`src/hdl/zcmp_pkg.sv`:
```
// zcmp expander package with encodings, register numbers, enums and list helpers
package zcmp_pkg;

  // rv32i major opcodes and function codes
  localparam logic [6:0] OPC_STORE  = 7'b0100011;
  localparam logic [6:0] OPC_LOAD   = 7'b0000011;
  localparam logic [6:0] OPC_OP_IMM = 7'b0010011;
  localparam logic [6:0] OPC_JALR   = 7'b1100111;

  localparam logic [2:0] FUNCT3_W    = 3'b010;
  localparam logic [2:0] FUNCT3_ADDI = 3'b000;
  localparam logic [2:0] FUNCT3_JALR = 3'b000;

  localparam logic [4:0] REG_ZERO = 5'd0;
  localparam logic [4:0] REG_RA   = 5'd1;
  localparam logic [4:0] REG_SP   = 5'd2;
  localparam logic [4:0] REG_A0   = 5'd10;
  localparam logic [4:0] REG_A1   = 5'd11;

  // parcel fields that mark zcmp
  localparam logic [1:0] ZCMP_QUADRANT = 2'b10;
  localparam logic [2:0] ZCMP_FUNCT3   = 3'b101;

  localparam logic [4:0] ZCMP_FN_PUSH    = 5'b11000;  // parcel[12:8]
  localparam logic [4:0] ZCMP_FN_POP     = 5'b11010;
  localparam logic [4:0] ZCMP_FN_POPRETZ = 5'b11100;
  localparam logic [4:0] ZCMP_FN_POPRET  = 5'b11110;
  localparam logic [2:0] ZCMP_FN_MOVE    = 3'b011;    // parcel[12:10]
  localparam logic [1:0] ZCMP_MV_SA01    = 2'b01;     // parcel[6:5]
  localparam logic [1:0] ZCMP_MV_A01S    = 2'b11;

  localparam int unsigned WORD_BYTES  = 4;
  localparam int unsigned STACK_ALIGN = 16;
  localparam logic [3:0]  RLIST_MIN   = 4'd4;
  localparam int unsigned MAX_REGS    = 13;

  typedef enum logic [2:0] {
    OP_PUSH, OP_POP, OP_POPRETZ, OP_POPRET, OP_MVSA01, OP_MVA01S, OP_ILLEGAL
  } zcmp_op_e;

  typedef enum logic [2:0] {
    UOP_STORE, UOP_LOAD, UOP_ADDI, UOP_JALR, UOP_ILLEGAL
  } uop_kind_e;

  typedef enum logic [2:0] {
    ST_IDLE, ST_MEM, ST_ZERO, ST_SP, ST_RET, ST_MOVE2, ST_LAST
  } seq_state_e;

  function automatic logic [3:0] rlist_count(input logic [3:0] rlist);
    if (rlist == 4'd15) return 4'(MAX_REGS);  // s10 and s11 come as a pair
    if (rlist < RLIST_MIN) return 4'd0;
    return rlist - 4'd3;
  endfunction

  // list index to register: ra, s0, s1, then s2..s11
  function automatic logic [4:0] rlist_reg(input logic [3:0] idx);
    case (idx)
      4'd0:    return REG_RA;
      4'd1:    return 5'd8;
      4'd2:    return 5'd9;
      default: return {1'b0, idx} + 5'd15;
    endcase
  endfunction

  function automatic logic [8:0] stack_adj(input logic [3:0] count, input logic [1:0] spimm);
    logic [8:0] bytes;
    logic [8:0] aligned;
    bytes   = 9'(count * WORD_BYTES);
    aligned = (bytes + 9'(STACK_ALIGN - 1)) & ~9'(STACK_ALIGN - 1);
    return aligned + 9'(spimm * STACK_ALIGN);
  endfunction

  // sreg field: 0,1 -> s0,s1 and 2..7 -> s2..s7
  function automatic logic [4:0] sreg_map(input logic [2:0] field);
    if (field[2:1] == 2'b00) return {4'b0100, field[0]};
    return {2'b10, field};
  endfunction

endpackage
```
`src/hdl/zcmp_expander.sv`:
```
// zcmp expander top, turns push/pop/move parcels into rv32i instruction streams
`timescale 1ns/1ps

module zcmp_expander (
  input  logic        clk_i,
  input  logic        rst_ni,
  input  logic [15:0] parcel_i,
  input  logic        parcel_valid_i,
  output logic        parcel_ready_o,
  input  logic        issue_ack_i,
  output logic [31:0] instr_o,
  output logic        instr_valid_o,
  output logic        illegal_o,
  output logic        fetch_stall_o
);
  import zcmp_pkg::*;

  logic        dec_valid;
  logic        dec_take;
  zcmp_op_e    dec_op;
  logic [3:0]  dec_count;
  logic [8:0]  dec_adj;
  logic [4:0]  dec_reg1;
  logic [4:0]  dec_reg2;
  logic [15:0] dec_parcel;

  logic        uop_valid;
  uop_kind_e   uop_kind;
  logic [4:0]  uop_rd;
  logic [4:0]  uop_rs1;
  logic [11:0] uop_imm;
  logic [15:0] uop_parcel;
  logic        uop_last;

  zcmp_decode u_decode (
    .clk_i          (clk_i),
    .rst_ni         (rst_ni),
    .parcel_i       (parcel_i),
    .parcel_valid_i (parcel_valid_i),
    .dec_take_i     (dec_take),
    .parcel_ready_o (parcel_ready_o),
    .dec_valid_o    (dec_valid),
    .dec_op_o       (dec_op),
    .dec_count_o    (dec_count),
    .dec_adj_o      (dec_adj),
    .dec_reg1_o     (dec_reg1),
    .dec_reg2_o     (dec_reg2),
    .dec_parcel_o   (dec_parcel)
  );

  zcmp_sequencer u_sequencer (
    .clk_i        (clk_i),
    .rst_ni       (rst_ni),
    .dec_valid_i  (dec_valid),
    .dec_op_i     (dec_op),
    .dec_count_i  (dec_count),
    .dec_adj_i    (dec_adj),
    .dec_reg1_i   (dec_reg1),
    .dec_reg2_i   (dec_reg2),
    .dec_parcel_i (dec_parcel),
    .issue_ack_i  (issue_ack_i),
    .dec_take_o   (dec_take),
    .uop_valid_o  (uop_valid),
    .uop_kind_o   (uop_kind),
    .uop_rd_o     (uop_rd),
    .uop_rs1_o    (uop_rs1),
    .uop_imm_o    (uop_imm),
    .uop_parcel_o (uop_parcel),
    .uop_last_o   (uop_last)
  );

  zcmp_result u_result (
    .uop_kind_i   (uop_kind),
    .uop_rd_i     (uop_rd),
    .uop_rs1_i    (uop_rs1),
    .uop_imm_i    (uop_imm),
    .uop_parcel_i (uop_parcel),
    .instr_o      (instr_o),
    .illegal_o    (illegal_o)
  );

  assign instr_valid_o = uop_valid;
  assign fetch_stall_o = uop_valid && !uop_last;  // more words of this op follow

endmodule

```
`src/hdl/zcmp_result.sv`:
```
// rv32i encoder, turns the current micro-op into a 32-bit instruction word
`timescale 1ns/1ps

module zcmp_result (
  input  zcmp_pkg::uop_kind_e  uop_kind_i,
  input  logic [4:0]           uop_rd_i,
  input  logic [4:0]           uop_rs1_i,
  input  logic [11:0]          uop_imm_i,
  input  logic [15:0]          uop_parcel_i,
  output logic [31:0]          instr_o,
  output logic                 illegal_o
);
  import zcmp_pkg::*;

  logic [31:0] s_store;
  logic [31:0] i_load;
  logic [31:0] i_addi;
  logic [31:0] i_jalr;

  // store carries the data register in rs2, immediate split around it
  assign s_store = {
    uop_imm_i[11:5],
    uop_rd_i,
    uop_rs1_i,
    FUNCT3_W,
    uop_imm_i[4:0],
    OPC_STORE
  };

  assign i_load = {uop_imm_i, uop_rs1_i, FUNCT3_W, uop_rd_i, OPC_LOAD};
  assign i_addi = {uop_imm_i, uop_rs1_i, FUNCT3_ADDI, uop_rd_i, OPC_OP_IMM};
  assign i_jalr = {uop_imm_i, uop_rs1_i, FUNCT3_JALR, uop_rd_i, OPC_JALR};

  always_comb begin
    instr_o   = i_addi;
    illegal_o = 1'b0;
    unique case (uop_kind_i)
      UOP_STORE: begin
        instr_o = s_store;
      end
      UOP_LOAD: begin
        instr_o = i_load;
      end
      UOP_ADDI: begin
        instr_o = i_addi;
      end
      UOP_JALR: begin
        instr_o = i_jalr;
      end
      UOP_ILLEGAL: begin
        instr_o   = {16'h0000, uop_parcel_i};  // raw parcel for the trap
        illegal_o = 1'b1;
      end
      default: begin
        instr_o = i_addi;
      end
    endcase
  end

endmodule

```
`src/hdl/zcmp_sequencer.sv`:
```
// zcmp micro-op sequencer, steps one operation per issue acknowledge
`timescale 1ns/1ps

module zcmp_sequencer (
  input  logic                 clk_i,
  input  logic                 rst_ni,
  input  logic                 dec_valid_i,
  input  zcmp_pkg::zcmp_op_e   dec_op_i,
  input  logic [3:0]           dec_count_i,
  input  logic [8:0]           dec_adj_i,
  input  logic [4:0]           dec_reg1_i,
  input  logic [4:0]           dec_reg2_i,
  input  logic [15:0]          dec_parcel_i,
  input  logic                 issue_ack_i,
  output logic                 dec_take_o,
  output logic                 uop_valid_o,
  output zcmp_pkg::uop_kind_e  uop_kind_o,
  output logic [4:0]           uop_rd_o,
  output logic [4:0]           uop_rs1_o,
  output logic [11:0]          uop_imm_o,
  output logic [15:0]          uop_parcel_o,
  output logic                 uop_last_o
);
  import zcmp_pkg::*;

  // state names the word currently on the output
  seq_state_e  state_q, state_d;
  zcmp_op_e    op_q, op_d;
  logic [3:0]  idx_q, idx_d;  // list index of the current load/store
  logic [8:0]  adj_q, adj_d;
  logic [4:0]  reg2_q, reg2_d;
  uop_kind_e   kind_q, kind_d;
  logic [4:0]  rd_q, rd_d;
  logic [4:0]  rs1_q, rs1_d;
  logic [11:0] imm_q, imm_d;  // also the running stack offset
  logic [15:0] parcel_q, parcel_d;
  logic        last_q, last_d;
  logic        advance;
  logic        is_ret;
  logic [11:0] sp_imm;

  assign uop_valid_o = (state_q != ST_IDLE);
  assign advance     = uop_valid_o && issue_ack_i;
  assign dec_take_o  = dec_valid_i && (!uop_valid_o || (advance && last_q));

  assign is_ret = (op_q == OP_POPRET) || (op_q == OP_POPRETZ);
  assign sp_imm = (op_q == OP_PUSH) ? 12'd0 - {3'b000, adj_q} : {3'b000, adj_q};

  always_comb begin
    state_d  = state_q;
    op_d     = op_q;
    idx_d    = idx_q;
    adj_d    = adj_q;
    reg2_d   = reg2_q;
    kind_d   = kind_q;
    rd_d     = rd_q;
    rs1_d    = rs1_q;
    imm_d    = imm_q;
    parcel_d = parcel_q;
    last_d   = last_q;

    if (advance) begin
      unique case (state_q)
        ST_MEM: begin
          if (idx_q != 4'd0) begin
            idx_d = idx_q - 4'd1;
            rd_d  = rlist_reg(idx_q - 4'd1);
            imm_d = imm_q - 12'(WORD_BYTES);
          end else if (op_q == OP_POPRETZ) begin
            state_d = ST_ZERO;  // addi a0, x0, 0
            kind_d  = UOP_ADDI;
            rd_d    = REG_A0;
            rs1_d   = REG_ZERO;
            imm_d   = 12'd0;
          end else begin
            state_d = ST_SP;
            kind_d  = UOP_ADDI;
            rd_d    = REG_SP;
            rs1_d   = REG_SP;
            imm_d   = sp_imm;
            last_d  = !is_ret;
          end
        end
        ST_ZERO: begin
          state_d = ST_SP;
          rd_d    = REG_SP;
          rs1_d   = REG_SP;
          imm_d   = sp_imm;
        end
        ST_SP: begin
          if (is_ret) begin
            state_d = ST_RET;  // jalr x0, ra, 0
            kind_d  = UOP_JALR;
            rd_d    = REG_ZERO;
            rs1_d   = REG_RA;
            imm_d   = 12'd0;
            last_d  = 1'b1;
          end else begin
            state_d = ST_IDLE;
          end
        end
        ST_MOVE2: begin
          state_d = ST_LAST;
          last_d  = 1'b1;
          if (op_q == OP_MVSA01) begin
            rd_d  = reg2_q;
            rs1_d = REG_A1;
          end else begin
            rd_d  = REG_A1;
            rs1_d = reg2_q;
          end
        end
        default: state_d = ST_IDLE;  // ret or single word done
      endcase
    end

    // keeps illegal_o quiet while nothing is issued
    if (state_d == ST_IDLE) begin
      kind_d = UOP_ADDI;
    end

    if (dec_take_o) begin
      op_d     = dec_op_i;
      adj_d    = dec_adj_i;
      reg2_d   = dec_reg2_i;
      parcel_d = dec_parcel_i;
      idx_d    = dec_count_i - 4'd1;
      rd_d     = rlist_reg(dec_count_i - 4'd1);
      rs1_d    = REG_SP;
      imm_d    = 12'd0;
      last_d   = 1'b0;
      unique case (dec_op_i)
        OP_PUSH: begin
          state_d = ST_MEM;
          kind_d  = UOP_STORE;
          imm_d   = 12'd0 - 12'(WORD_BYTES);
        end
        OP_POP, OP_POPRETZ, OP_POPRET: begin
          state_d = ST_MEM;
          kind_d  = UOP_LOAD;
          imm_d   = {3'b000, dec_adj_i} - 12'(WORD_BYTES);  // top slot first
        end
        OP_MVSA01: begin
          state_d = ST_MOVE2;
          kind_d  = UOP_ADDI;
          rd_d    = dec_reg1_i;
          rs1_d   = REG_A0;
        end
        OP_MVA01S: begin
          state_d = ST_MOVE2;
          kind_d  = UOP_ADDI;
          rd_d    = REG_A0;
          rs1_d   = dec_reg1_i;
        end
        default: begin
          state_d = ST_LAST;
          kind_d  = UOP_ILLEGAL;
          last_d  = 1'b1;
        end
      endcase
    end
  end

  always_ff @(posedge clk_i or negedge rst_ni) begin
    if (!rst_ni) begin
      state_q <= ST_IDLE;
      op_q    <= OP_ILLEGAL;
      idx_q   <= 4'd0;
      kind_q  <= UOP_ADDI;
      last_q  <= 1'b0;
    end else begin
      state_q <= state_d;
      op_q    <= op_d;
      idx_q   <= idx_d;
      kind_q  <= kind_d;
      last_q  <= last_d;
    end
  end

  always_ff @(posedge clk_i) begin
    adj_q    <= adj_d;
    reg2_q   <= reg2_d;
    rd_q     <= rd_d;
    rs1_q    <= rs1_d;
    imm_q    <= imm_d;
    parcel_q <= parcel_d;
  end

  assign uop_kind_o   = kind_q;
  assign uop_rd_o     = rd_q;
  assign uop_rs1_o    = rs1_q;
  assign uop_imm_o    = imm_q;
  assign uop_parcel_o = parcel_q;
  assign uop_last_o   = last_q;

endmodule

```
`src/hdl/zcmp_decode.sv`:
```
// zcmp parcel decoder, checks legality and buffers one decoded operation
`timescale 1ns/1ps

module zcmp_decode (
  input  logic                clk_i,
  input  logic                rst_ni,
  input  logic [15:0]         parcel_i,
  input  logic                parcel_valid_i,
  input  logic                dec_take_i,
  output logic                parcel_ready_o,
  output logic                dec_valid_o,
  output zcmp_pkg::zcmp_op_e  dec_op_o,
  output logic [3:0]          dec_count_o,
  output logic [8:0]          dec_adj_o,
  output logic [4:0]          dec_reg1_o,
  output logic [4:0]          dec_reg2_o,
  output logic [15:0]         dec_parcel_o
);
  import zcmp_pkg::*;

  logic       is_zcmp;
  logic [3:0] rlist;
  logic [1:0] spimm;
  logic [3:0] count;
  logic [4:0] reg1;
  logic [4:0] reg2;
  zcmp_op_e   op;
  logic       accept;

  assign is_zcmp = (parcel_i[1:0] == ZCMP_QUADRANT) && (parcel_i[15:13] == ZCMP_FUNCT3);
  assign rlist   = parcel_i[7:4];
  assign spimm   = parcel_i[3:2];
  assign count   = rlist_count(rlist);
  assign reg1    = sreg_map(parcel_i[9:7]);
  assign reg2    = sreg_map(parcel_i[4:2]);

  always_comb begin
    op = OP_ILLEGAL;
    if (is_zcmp) begin
      if (parcel_i[12:10] == ZCMP_FN_MOVE) begin
        unique case (parcel_i[6:5])
          ZCMP_MV_SA01: op = OP_MVSA01;
          ZCMP_MV_A01S: op = OP_MVA01S;
          default:      op = OP_ILLEGAL;
        endcase
        // r1s == r2s is reserved
        if (parcel_i[9:7] == parcel_i[4:2]) begin
          op = OP_ILLEGAL;
        end
      end else begin
        unique case (parcel_i[12:8])
          ZCMP_FN_PUSH:    op = OP_PUSH;
          ZCMP_FN_POP:     op = OP_POP;
          ZCMP_FN_POPRETZ: op = OP_POPRETZ;
          ZCMP_FN_POPRET:  op = OP_POPRET;
          default:         op = OP_ILLEGAL;
        endcase
        if (rlist < RLIST_MIN) begin
          op = OP_ILLEGAL;  // reserved rlist
        end
      end
    end
  end

  // one entry, may refill in the cycle it is taken
  assign parcel_ready_o = !dec_valid_o || dec_take_i;
  assign accept         = parcel_valid_i && parcel_ready_o;

  always_ff @(posedge clk_i or negedge rst_ni) begin
    if (!rst_ni) begin
      dec_valid_o <= 1'b0;
    end else if (accept) begin
      dec_valid_o <= 1'b1;
    end else if (dec_take_i) begin
      dec_valid_o <= 1'b0;
    end
  end

  always_ff @(posedge clk_i) begin
    if (accept) begin
      dec_op_o     <= op;
      dec_count_o  <= count;
      dec_adj_o    <= stack_adj(count, spimm);
      dec_reg1_o   <= reg1;
      dec_reg2_o   <= reg2;
      dec_parcel_o <= parcel_i;
    end
  end

endmodule

```
`config.mk`:
```
export PLATFORM = sky130hd
export DESIGN_NAME = zcmp_expander
export DESIGN_NICKNAME = d
export VERILOG_FILES = /design/src/hdl/zcmp_pkg.sv /design/src/hdl/zcmp_expander.sv /design/src/hdl/zcmp_result.sv /design/src/hdl/zcmp_sequencer.sv /design/src/hdl/zcmp_decode.sv
export SDC_FILE = /design/constraint.sdc
export NUM_CORES = 1
export LEC_CHECK = 0
export BUFFER_PORTS_ARGS = -buffer_cell sky130_fd_sc_hd__buf_2
export CAP_MARGIN = 5
export CORE_ASPECT_RATIO = 1.1
export CORE_MARGIN = 2
export CORE_UTILIZATION = 50
export CTS_BUF_LIST = sky130_fd_sc_hd__clkbuf_16
export DETAILED_ROUTE_END_ITERATION = 12
export GPL_TIMING_DRIVEN = 0
export HOLD_SLACK_MARGIN = 0.15
export MAX_ROUTING_LAYER = met4
export PLACE_DENSITY = 0.74
export SYNTH_ARGS = -nofsm -noshare
export SYNTH_HDL_FRONTEND = slang
export SYNTH_HIERARCHICAL = 1
export SYNTH_SLANG_ARGS = --single-unit
```
`constraint.sdc`:
```
create_clock -name clk_i -period 4.34 [get_ports clk_i]
set_input_delay 0.868 -clock clk_i [delete_from_list [all_inputs] [get_ports clk_i]]
set_output_delay 0.868 -clock clk_i [all_outputs]
set_load 0.005 [all_outputs]
```
==> results of run 1 <==
-- power by group --
group          internal, mW  switching (mW)  total (mW)
Combinational         0.961            1.45        2.41
Clock                 0.415           0.403       0.818
Sequential             1.61           0.287        1.89
-- worst max-delay path, stage by stage --
cell,delay [ns]
buf_2,0.09
clkbuf_1,0.33
nand2_1,0.09
nand2_1,0.10
nand2_2,0.11
inv_2,0.13
buf_2,0.73
nand2b_1,0.23
buf_2,0.12
-- per-layer routing --
| layer | vias up | wire length, µm | track usage |
|---|---|---|---|
| met2 | 170 | 7320 | 0.394 |
| met5 | - | 0 | - |
| met1 | 2281 | 5870 | 0.295 |
| met3 | 35 | 764 | 0.0414 |
| li1 | 2222 | - | - |
| met4 | 0 | 436 | 0.109 |
-- stage by stage --
step / setup slack [ns] / instances / power, mW / cell area [µm²] / hold slack (ns)
after floorplan: 0.892 / 581 / 3.47 / 5980 / 0.400
after global placement: 0.0394 / 786 / 4.20 / 6440 / 0.403
after detailed placement: 0.531 / 786 / 4.27 / 6440 / 0.405
after CTS: 0.643 / 802 / 5.10 / 6750 / 0.422
after global routing: 0.456 / 802 / 5.46 / 6760 / 0.429
final: 0.649 / 802 / 5.12 / 6760 / 0.423
-- registers in the layout, summed over array words and instances, names as in the netlist --
name / count
u_sequencer/state_q: 3
u_sequencer/uop_rs1_o: 5
u_sequencer/reg2_q: 5
u_decode/dec_op_o: 3
u_decode/dec_valid_o: 1
u_sequencer/uop_imm_o: 12
u_sequencer/op_q: 3
u_sequencer/idx_q: 4
u_decode/dec_count_o: 4
u_sequencer/uop_last_o: 1
u_sequencer/uop_parcel_o: 16
u_decode/dec_parcel_o: 16
u_decode/dec_adj_o: 4
u_decode/dec_reg1_o: 4
u_sequencer/uop_kind_o: 3
u_decode/dec_reg2_o: 4
u_sequencer/adj_q: 9
u_sequencer/uop_rd_o: 5
-- cell families after synthesis --
logic type | Yosys count | synth area share
compound gates | 150 | 0.155
xor+xnor | 34 | 0.0512
fa+ha+maj | 17 | 0.0369
buf+inv | 62 | 0.0560
flops | 102 | 0.501
mux | 7 | 0.0120
other cells | 1 | 0.000629
simple gates | 204 | 0.186
-- cell usage in the layout (no fill, tap or decap), drive strengths merged, types with 4 or more instances in the layout --
cell type / instances
nand3: 11
o41ai: 4
clkbuf: 22
inv: 25
conb: 5
nor2: 39
o21ai: 63
and2: 7
nand2b: 15
mux2i: 6
nand3b: 4
a21oi: 26
dfrtp: 12
xor2: 15
nor4: 5
o311ai: 4
nand2: 58
xnor2: 19
a211oi: 4
nor2b: 20
buf: 84
o211ai: 7
edfxtp: 87
ha: 16
o22ai: 6
o31ai: 7
and3: 4
a31oi: 8
nor3: 16
o21a: 4
nor3b: 8
-- area by class of cell --
| cell class | count | area (µm²) |
|---|---|---|
| Multi-Input combinational cell | 417 | 2660 |
| Tap cell | 150 | 188 |
| Clock inverter | 7 | 81.3 |
| Buffer | 42 | 259 |
| Inverter | 20 | 75.1 |
| Sequential cell | 102 | 2990 |
| Clock buffer | 9 | 225 |
| Timing Repair Buffer | 55 | 275 |
| Fill cell | 947 | 4790 |
-- worst paths after layout --
check | start | to | slack (ns) | cells after the start
max | issue_ack_i | parcel_ready_o | 0.65 | 9
min | u_decode/dec_parcel_o[5] | u_sequencer/uop_parcel_o[5] | 0.42 | 0
max in group asynchronous | rst_ni | u_sequencer/uop_kind_o[1] | 3.59 | 1
min reg2reg | u_decode/dec_parcel_o[5] | u_sequencer/uop_parcel_o[5] | 0.42 | 0
max reg2reg | u_sequencer/state_q[0] | u_decode/dec_reg1_o[3] | 1.02 | 8
min in group asynchronous | rst_ni | u_sequencer/op_q[0] | 0.43 | 1
==> impl_metrics.csv, run 1 <==
group,metric,value,unit
timing,tns,0,ns
detailed_routing,routed_wl,14.4,mm
final_layout,final_core_util,0.585,
hold_path,hp-class,"flop to flop",
timing,tightestPinTransition,1.04,ns
synthesis,ys.flop_type,"edfxtp_1",
placed_design,place_congestion,0.983,
timing,slew_viol_final,0,
timing,rsz0062_at_grt,"false",
placed_design,io_buffers,55,
placed_design,hpwl,10.6,mm
clock_tree,cts_buffers,9,
power_and_ir_drop,peakVddDrop,0.329,mV
synthesis,async_flop_share,0.147,
floorplanning,die_h,119,µm
synthesis,synth.most_common_cell,"edfxtp_1",
timing,slew_headroom,0.304,
floorplanning,dieArea,12800,µm²
clock_tree,clkLatencyLatePin,0.36,ns
clock_tree,clk_pin_slew,0.07,ns
timing,period_share,0.851,
flow_run,maxCapViolCount,0,
clock_tree,cts_htree_levels,3,
timing,fin_crit,3.69,ns
final_layout,diodes,0,
floorplanning,pin_count,56,
global_routing,grt_remaining_overflow,0,
synthesis,yosys_warnings,6,
synthesis,ys_top_cells_by_area,"edfxtp_1 (44%), dfrtp_1 (5.0%), o21ai_0 (4.2%)",
synthesis,yosysSeqAreaShare,0.501,
floorplanning,row_count,41,
global_routing,antenna_found_initial,0,
outcome,status,"finished clean",
clock_tree,cts_resized,0,
power_and_ir_drop,p_leak,2.58,nW
synthesis,syn_inst,577,
synthesis,synth_top_area_frac,0.438,
synthesis,yosys-top-cells-count,"edfxtp_1 (87), nand2_1 (57), o21ai_0 (50), nor2_1 (37), a21oi_1 (24)",
detailed_routing,wl_per_cell,17.9,µm
synthesis,yosys.area.top_type,"edfxtp_1",
timing,finalSetupViolCount,0,
timing,hold_violations,0,
synthesis,synth-seq-cells,102,
setup_path,cp.required,3.47,ns
global_routing,grt_pass1_vias,4526,
floorplanning,fp.dieW,108,µm
clock_tree,ctsHoldBuffers,0,
final_layout,layout.nets,684,
global_routing,grt_use_total,0.243,
detailed_routing,drtPass1Iterations,5,
setup_path,criticalPathCategory,"input port to output port",
synthesis,synth-edff-count,87,
clock_tree,cts_tree,"yes",
detailed_routing,via_count,4708,
detailed_routing,drtIter0Drc,506,
detailed_routing,drc,0,
synthesis,syn_area,5970,µm²
setup_path,start_kind,"input port",
timing,max_freq,0.271,GHz
global_routing,grt_pass1_wl,23.2,mm
synthesis,yosysUniqueCellTypes,71,
setup_path,worstSetupEndpointType,"output port",
clock_tree,cts.sinks,102,
detailed_routing,ant_nets,0,
power_and_ir_drop,p_per_area,758,nW/µm²
global_routing,grt_start_max_net_pins,41,
setup_path,critPathArrivalTime,2.82,ns
final_layout,drive_above_1_share,0.195,
floorplanning,coreArea,11500,µm²
clock_tree,post_cts_buffers,0,
setup_path,worstPathMaxFanout,40,
detailed_routing,avgViaCountPerCell,5.87,
timing,skew,0.0113,ns
clock_tree,clk_path_buf_depth,2,
clock_tree,cts_root_buf,"clkbuf_16",
synthesis,avgSynthCellArea,10.3,µm²
final_layout,syn2layout_area_growth,13.3,%
floorplanning,start_util,0.517,
Note: power is estimated with default switching activity, not from simulation.
==> run 2, diff against run 1 <==
CORE_UTILIZATION = 60   (was 50)
PLACE_DENSITY = 0.86   (was 0.74)
==> run 2 against run 1 <==
Against the previous run:
- hold slack hardly changed
- first-iteration DRC count is 15% lower
- via count is 1.2% higher
- clock power is 1% lower
- power is 0.59% higher
- routed wire length is 0.72% higher
- sequential power hardly changed
- sequential share of layout area hardly changed
- final area hardly changed
- non-clock buffer count is 1 higher
- cell count is 3.6% lower
- highest routed layer unchanged
==> impl_metrics.csv, run 2 (synthesis gave the netlist of run 1 again) <==
group,metric,value,unit
detailed_routing,drc,0,
clock_tree,clk_pin_slew,0.08,ns
setup_path,r2r_cells,9,
setup_path,ff2ff_setup_slack,0.97,ns
detailed_routing,avgViaCountPerCell,6.16,
power_and_ir_drop,p_leak,2.59,nW
final_layout,layout.nets,685,
power_and_ir_drop,peakVddDrop,0.332,mV
timing,period_share,0.858,
final_layout,diodes,0,
global_routing,grt_use_met3,0.0343,
setup_path,criticalPathCategory,"input port to output port",
hold_path,min_path_cells,0,
timing,tightestPinTransition,0.946,ns
floorplanning,dieArea,10800,µm²
timing,hold_violations,0,
clock_tree,cts_tree,"yes",
clock_tree,post_cts_buffers,0,
final_layout,syn2layout_area_growth,13.2,%
floorplanning,start_util,0.609,
clock_tree,cts_resized,0,
clock_tree,cts_htree_levels,3,
setup_path,worstSetupEndpointType,"output port",
timing,rsz0062_at_grt,"false",
global_routing,grt_use_total,0.285,
placed_design,hpwl,10.8,mm
timing,tns,0,ns
detailed_routing,wl_per_cell,18.8,µm
timing,slew_viol_final,0,
timing,worst_slack,0.616,ns
clock_tree,cts.sinks,102,
floorplanning,row_count,38,
setup_path,start_kind,"input port",
final_layout,fillers,729,
final_layout,final_common_cell,"edfxtp_1",
detailed_routing,via_count,4765,
setup_path,critPathArrivalTime,2.86,ns
final_layout,drive_above_1_share,0.194,
power_and_ir_drop,p_per_area,763,nW/µm²
global_routing,grt_pass1_wl,23.0,mm
detailed_routing,routed_wl,14.5,mm
outcome,status,"finished clean",
detailed_routing,drtIter0Drc,430,
setup_path,worstPathMaxFanout,40,
global_routing,grt_pass1_vias,4581,
placed_design,place_congestion,0.910,
global_routing,use_met2,0.497,
floorplanning,pin_count,56,
detailed_routing,ant_nets,0,
placed_design,io_buffers,55,
global_routing,grt_use_met1,0.341,
global_routing,grt_start_max_net_pins,41,
hold_path,hp-class,"flop to flop",
clock_tree,clkLatencyLatePin,0.35,ns
global_routing,grt_remaining_overflow,0,
timing,fin_crit,3.72,ns
clock_tree,clk_path_buf_depth,2,
floorplanning,die_h,109,µm
floorplanning,coreArea,9790,µm²
timing,slew_headroom,0.364,
placed_design,pre_cts_slack,0.519,ns
timing,finalSetupViolCount,0,
timing,max_freq,0.269,GHz
detailed_routing,drtPass1Iterations,5,
setup_path,cp.required,3.47,ns
clock_tree,ctsHoldBuffers,0,
global_routing,antenna_found_initial,0,
clock_tree,cts_root_buf,"clkbuf_16",
floorplanning,fp.dieW,99.1,µm
timing,skew,0.00854,ns
flow_run,maxCapViolCount,0,
final_layout,final_cell_mix,"edfxtp_1 (87), buf_2 (67), nand2_1 (57)",
global_routing,top_usage_layer,"met2",
clock_tree,cts_buffers,9,
[run 2: cell types whose count changed in the layout (fill, tap and decap cells not counted)]
| cell | previous run | this run |
|---|---|---|
| and2_1 | 6 | 7 |
| and2_2 | 1 | 0 |
| buf_16 | 0 | 1 |
| clkinv_8 | 1 | 3 |
| inv_12 | 1 | 0 |
| inv_8 | 2 | 1 |
[run 2: worst max-delay path, cell delays in order]
cell and delay, ns:
buf_2 0.09, clkbuf_1 0.33, nand2_1 0.09, nand2_1 0.09, nand2_2 0.11, inv_2 0.13
buf_2 0.73, nand2b_1 0.27, buf_2 0.14
[run 2: final timing paths]
path	end	from
setup / recovery	parcel_ready_o	issue_ack_i
setup reg to reg	u_decode/dec_parcel_o[0]	u_sequencer/state_q[0]
hold reg to reg	u_sequencer/uop_parcel_o[4]	u_decode/dec_parcel_o[4]
max in group asynchronous	u_sequencer/op_q[2]	rst_ni
hold / removal	u_sequencer/uop_parcel_o[4]	u_decode/dec_parcel_o[4]
min in group asynchronous	u_sequencer/op_q[0]	rst_ni
[run 2: metrics by stage]
stage	area, µm²	instances	power [mW]	util	hold slack [ns]
finish	6750	773	5.15	0.689	0.423
global route	6750	773	5.46	0.689	0.427
CTS	6750	773	5.11	0.689	0.423
detailed placement	6430	757	4.29	0.657	0.405
global placement	6410	756	4.16	0.654	0.401
floorplan	5980	581	3.47	-	0.400
[run 2: metal layers]
metal	wire length (µm)	share of wire	up-vias
li1	-	-	2224
met1	5740	0.40	2298
met2	7620	0.53	221
met3	849	0.059	22
met4	293	0.020	0
met5	0	0	-
[run 2: area by class of cell]
class                   count  area, µm²  share of cell area
repair buffers             56        303              0.0449
multi-input cells         417       2660               0.394
flip-flops and latches    102       2990               0.443
clock buffers               9        225              0.0334
inverters                  20       75.1              0.0111
clock inverters             7       86.3              0.0128
plain buffers              42        259              0.0384
well taps                 120        150              0.0222
[run 2: power by group]
part	internal [mW]	switching, mW	total, mW	leakage, nW
logic	0.978	1.47	2.45	1.44
clock network	0.413	0.397	0.810	0.151
registers	1.60	0.286	1.89	0.997
total	3.00	2.15	5.15	2.59
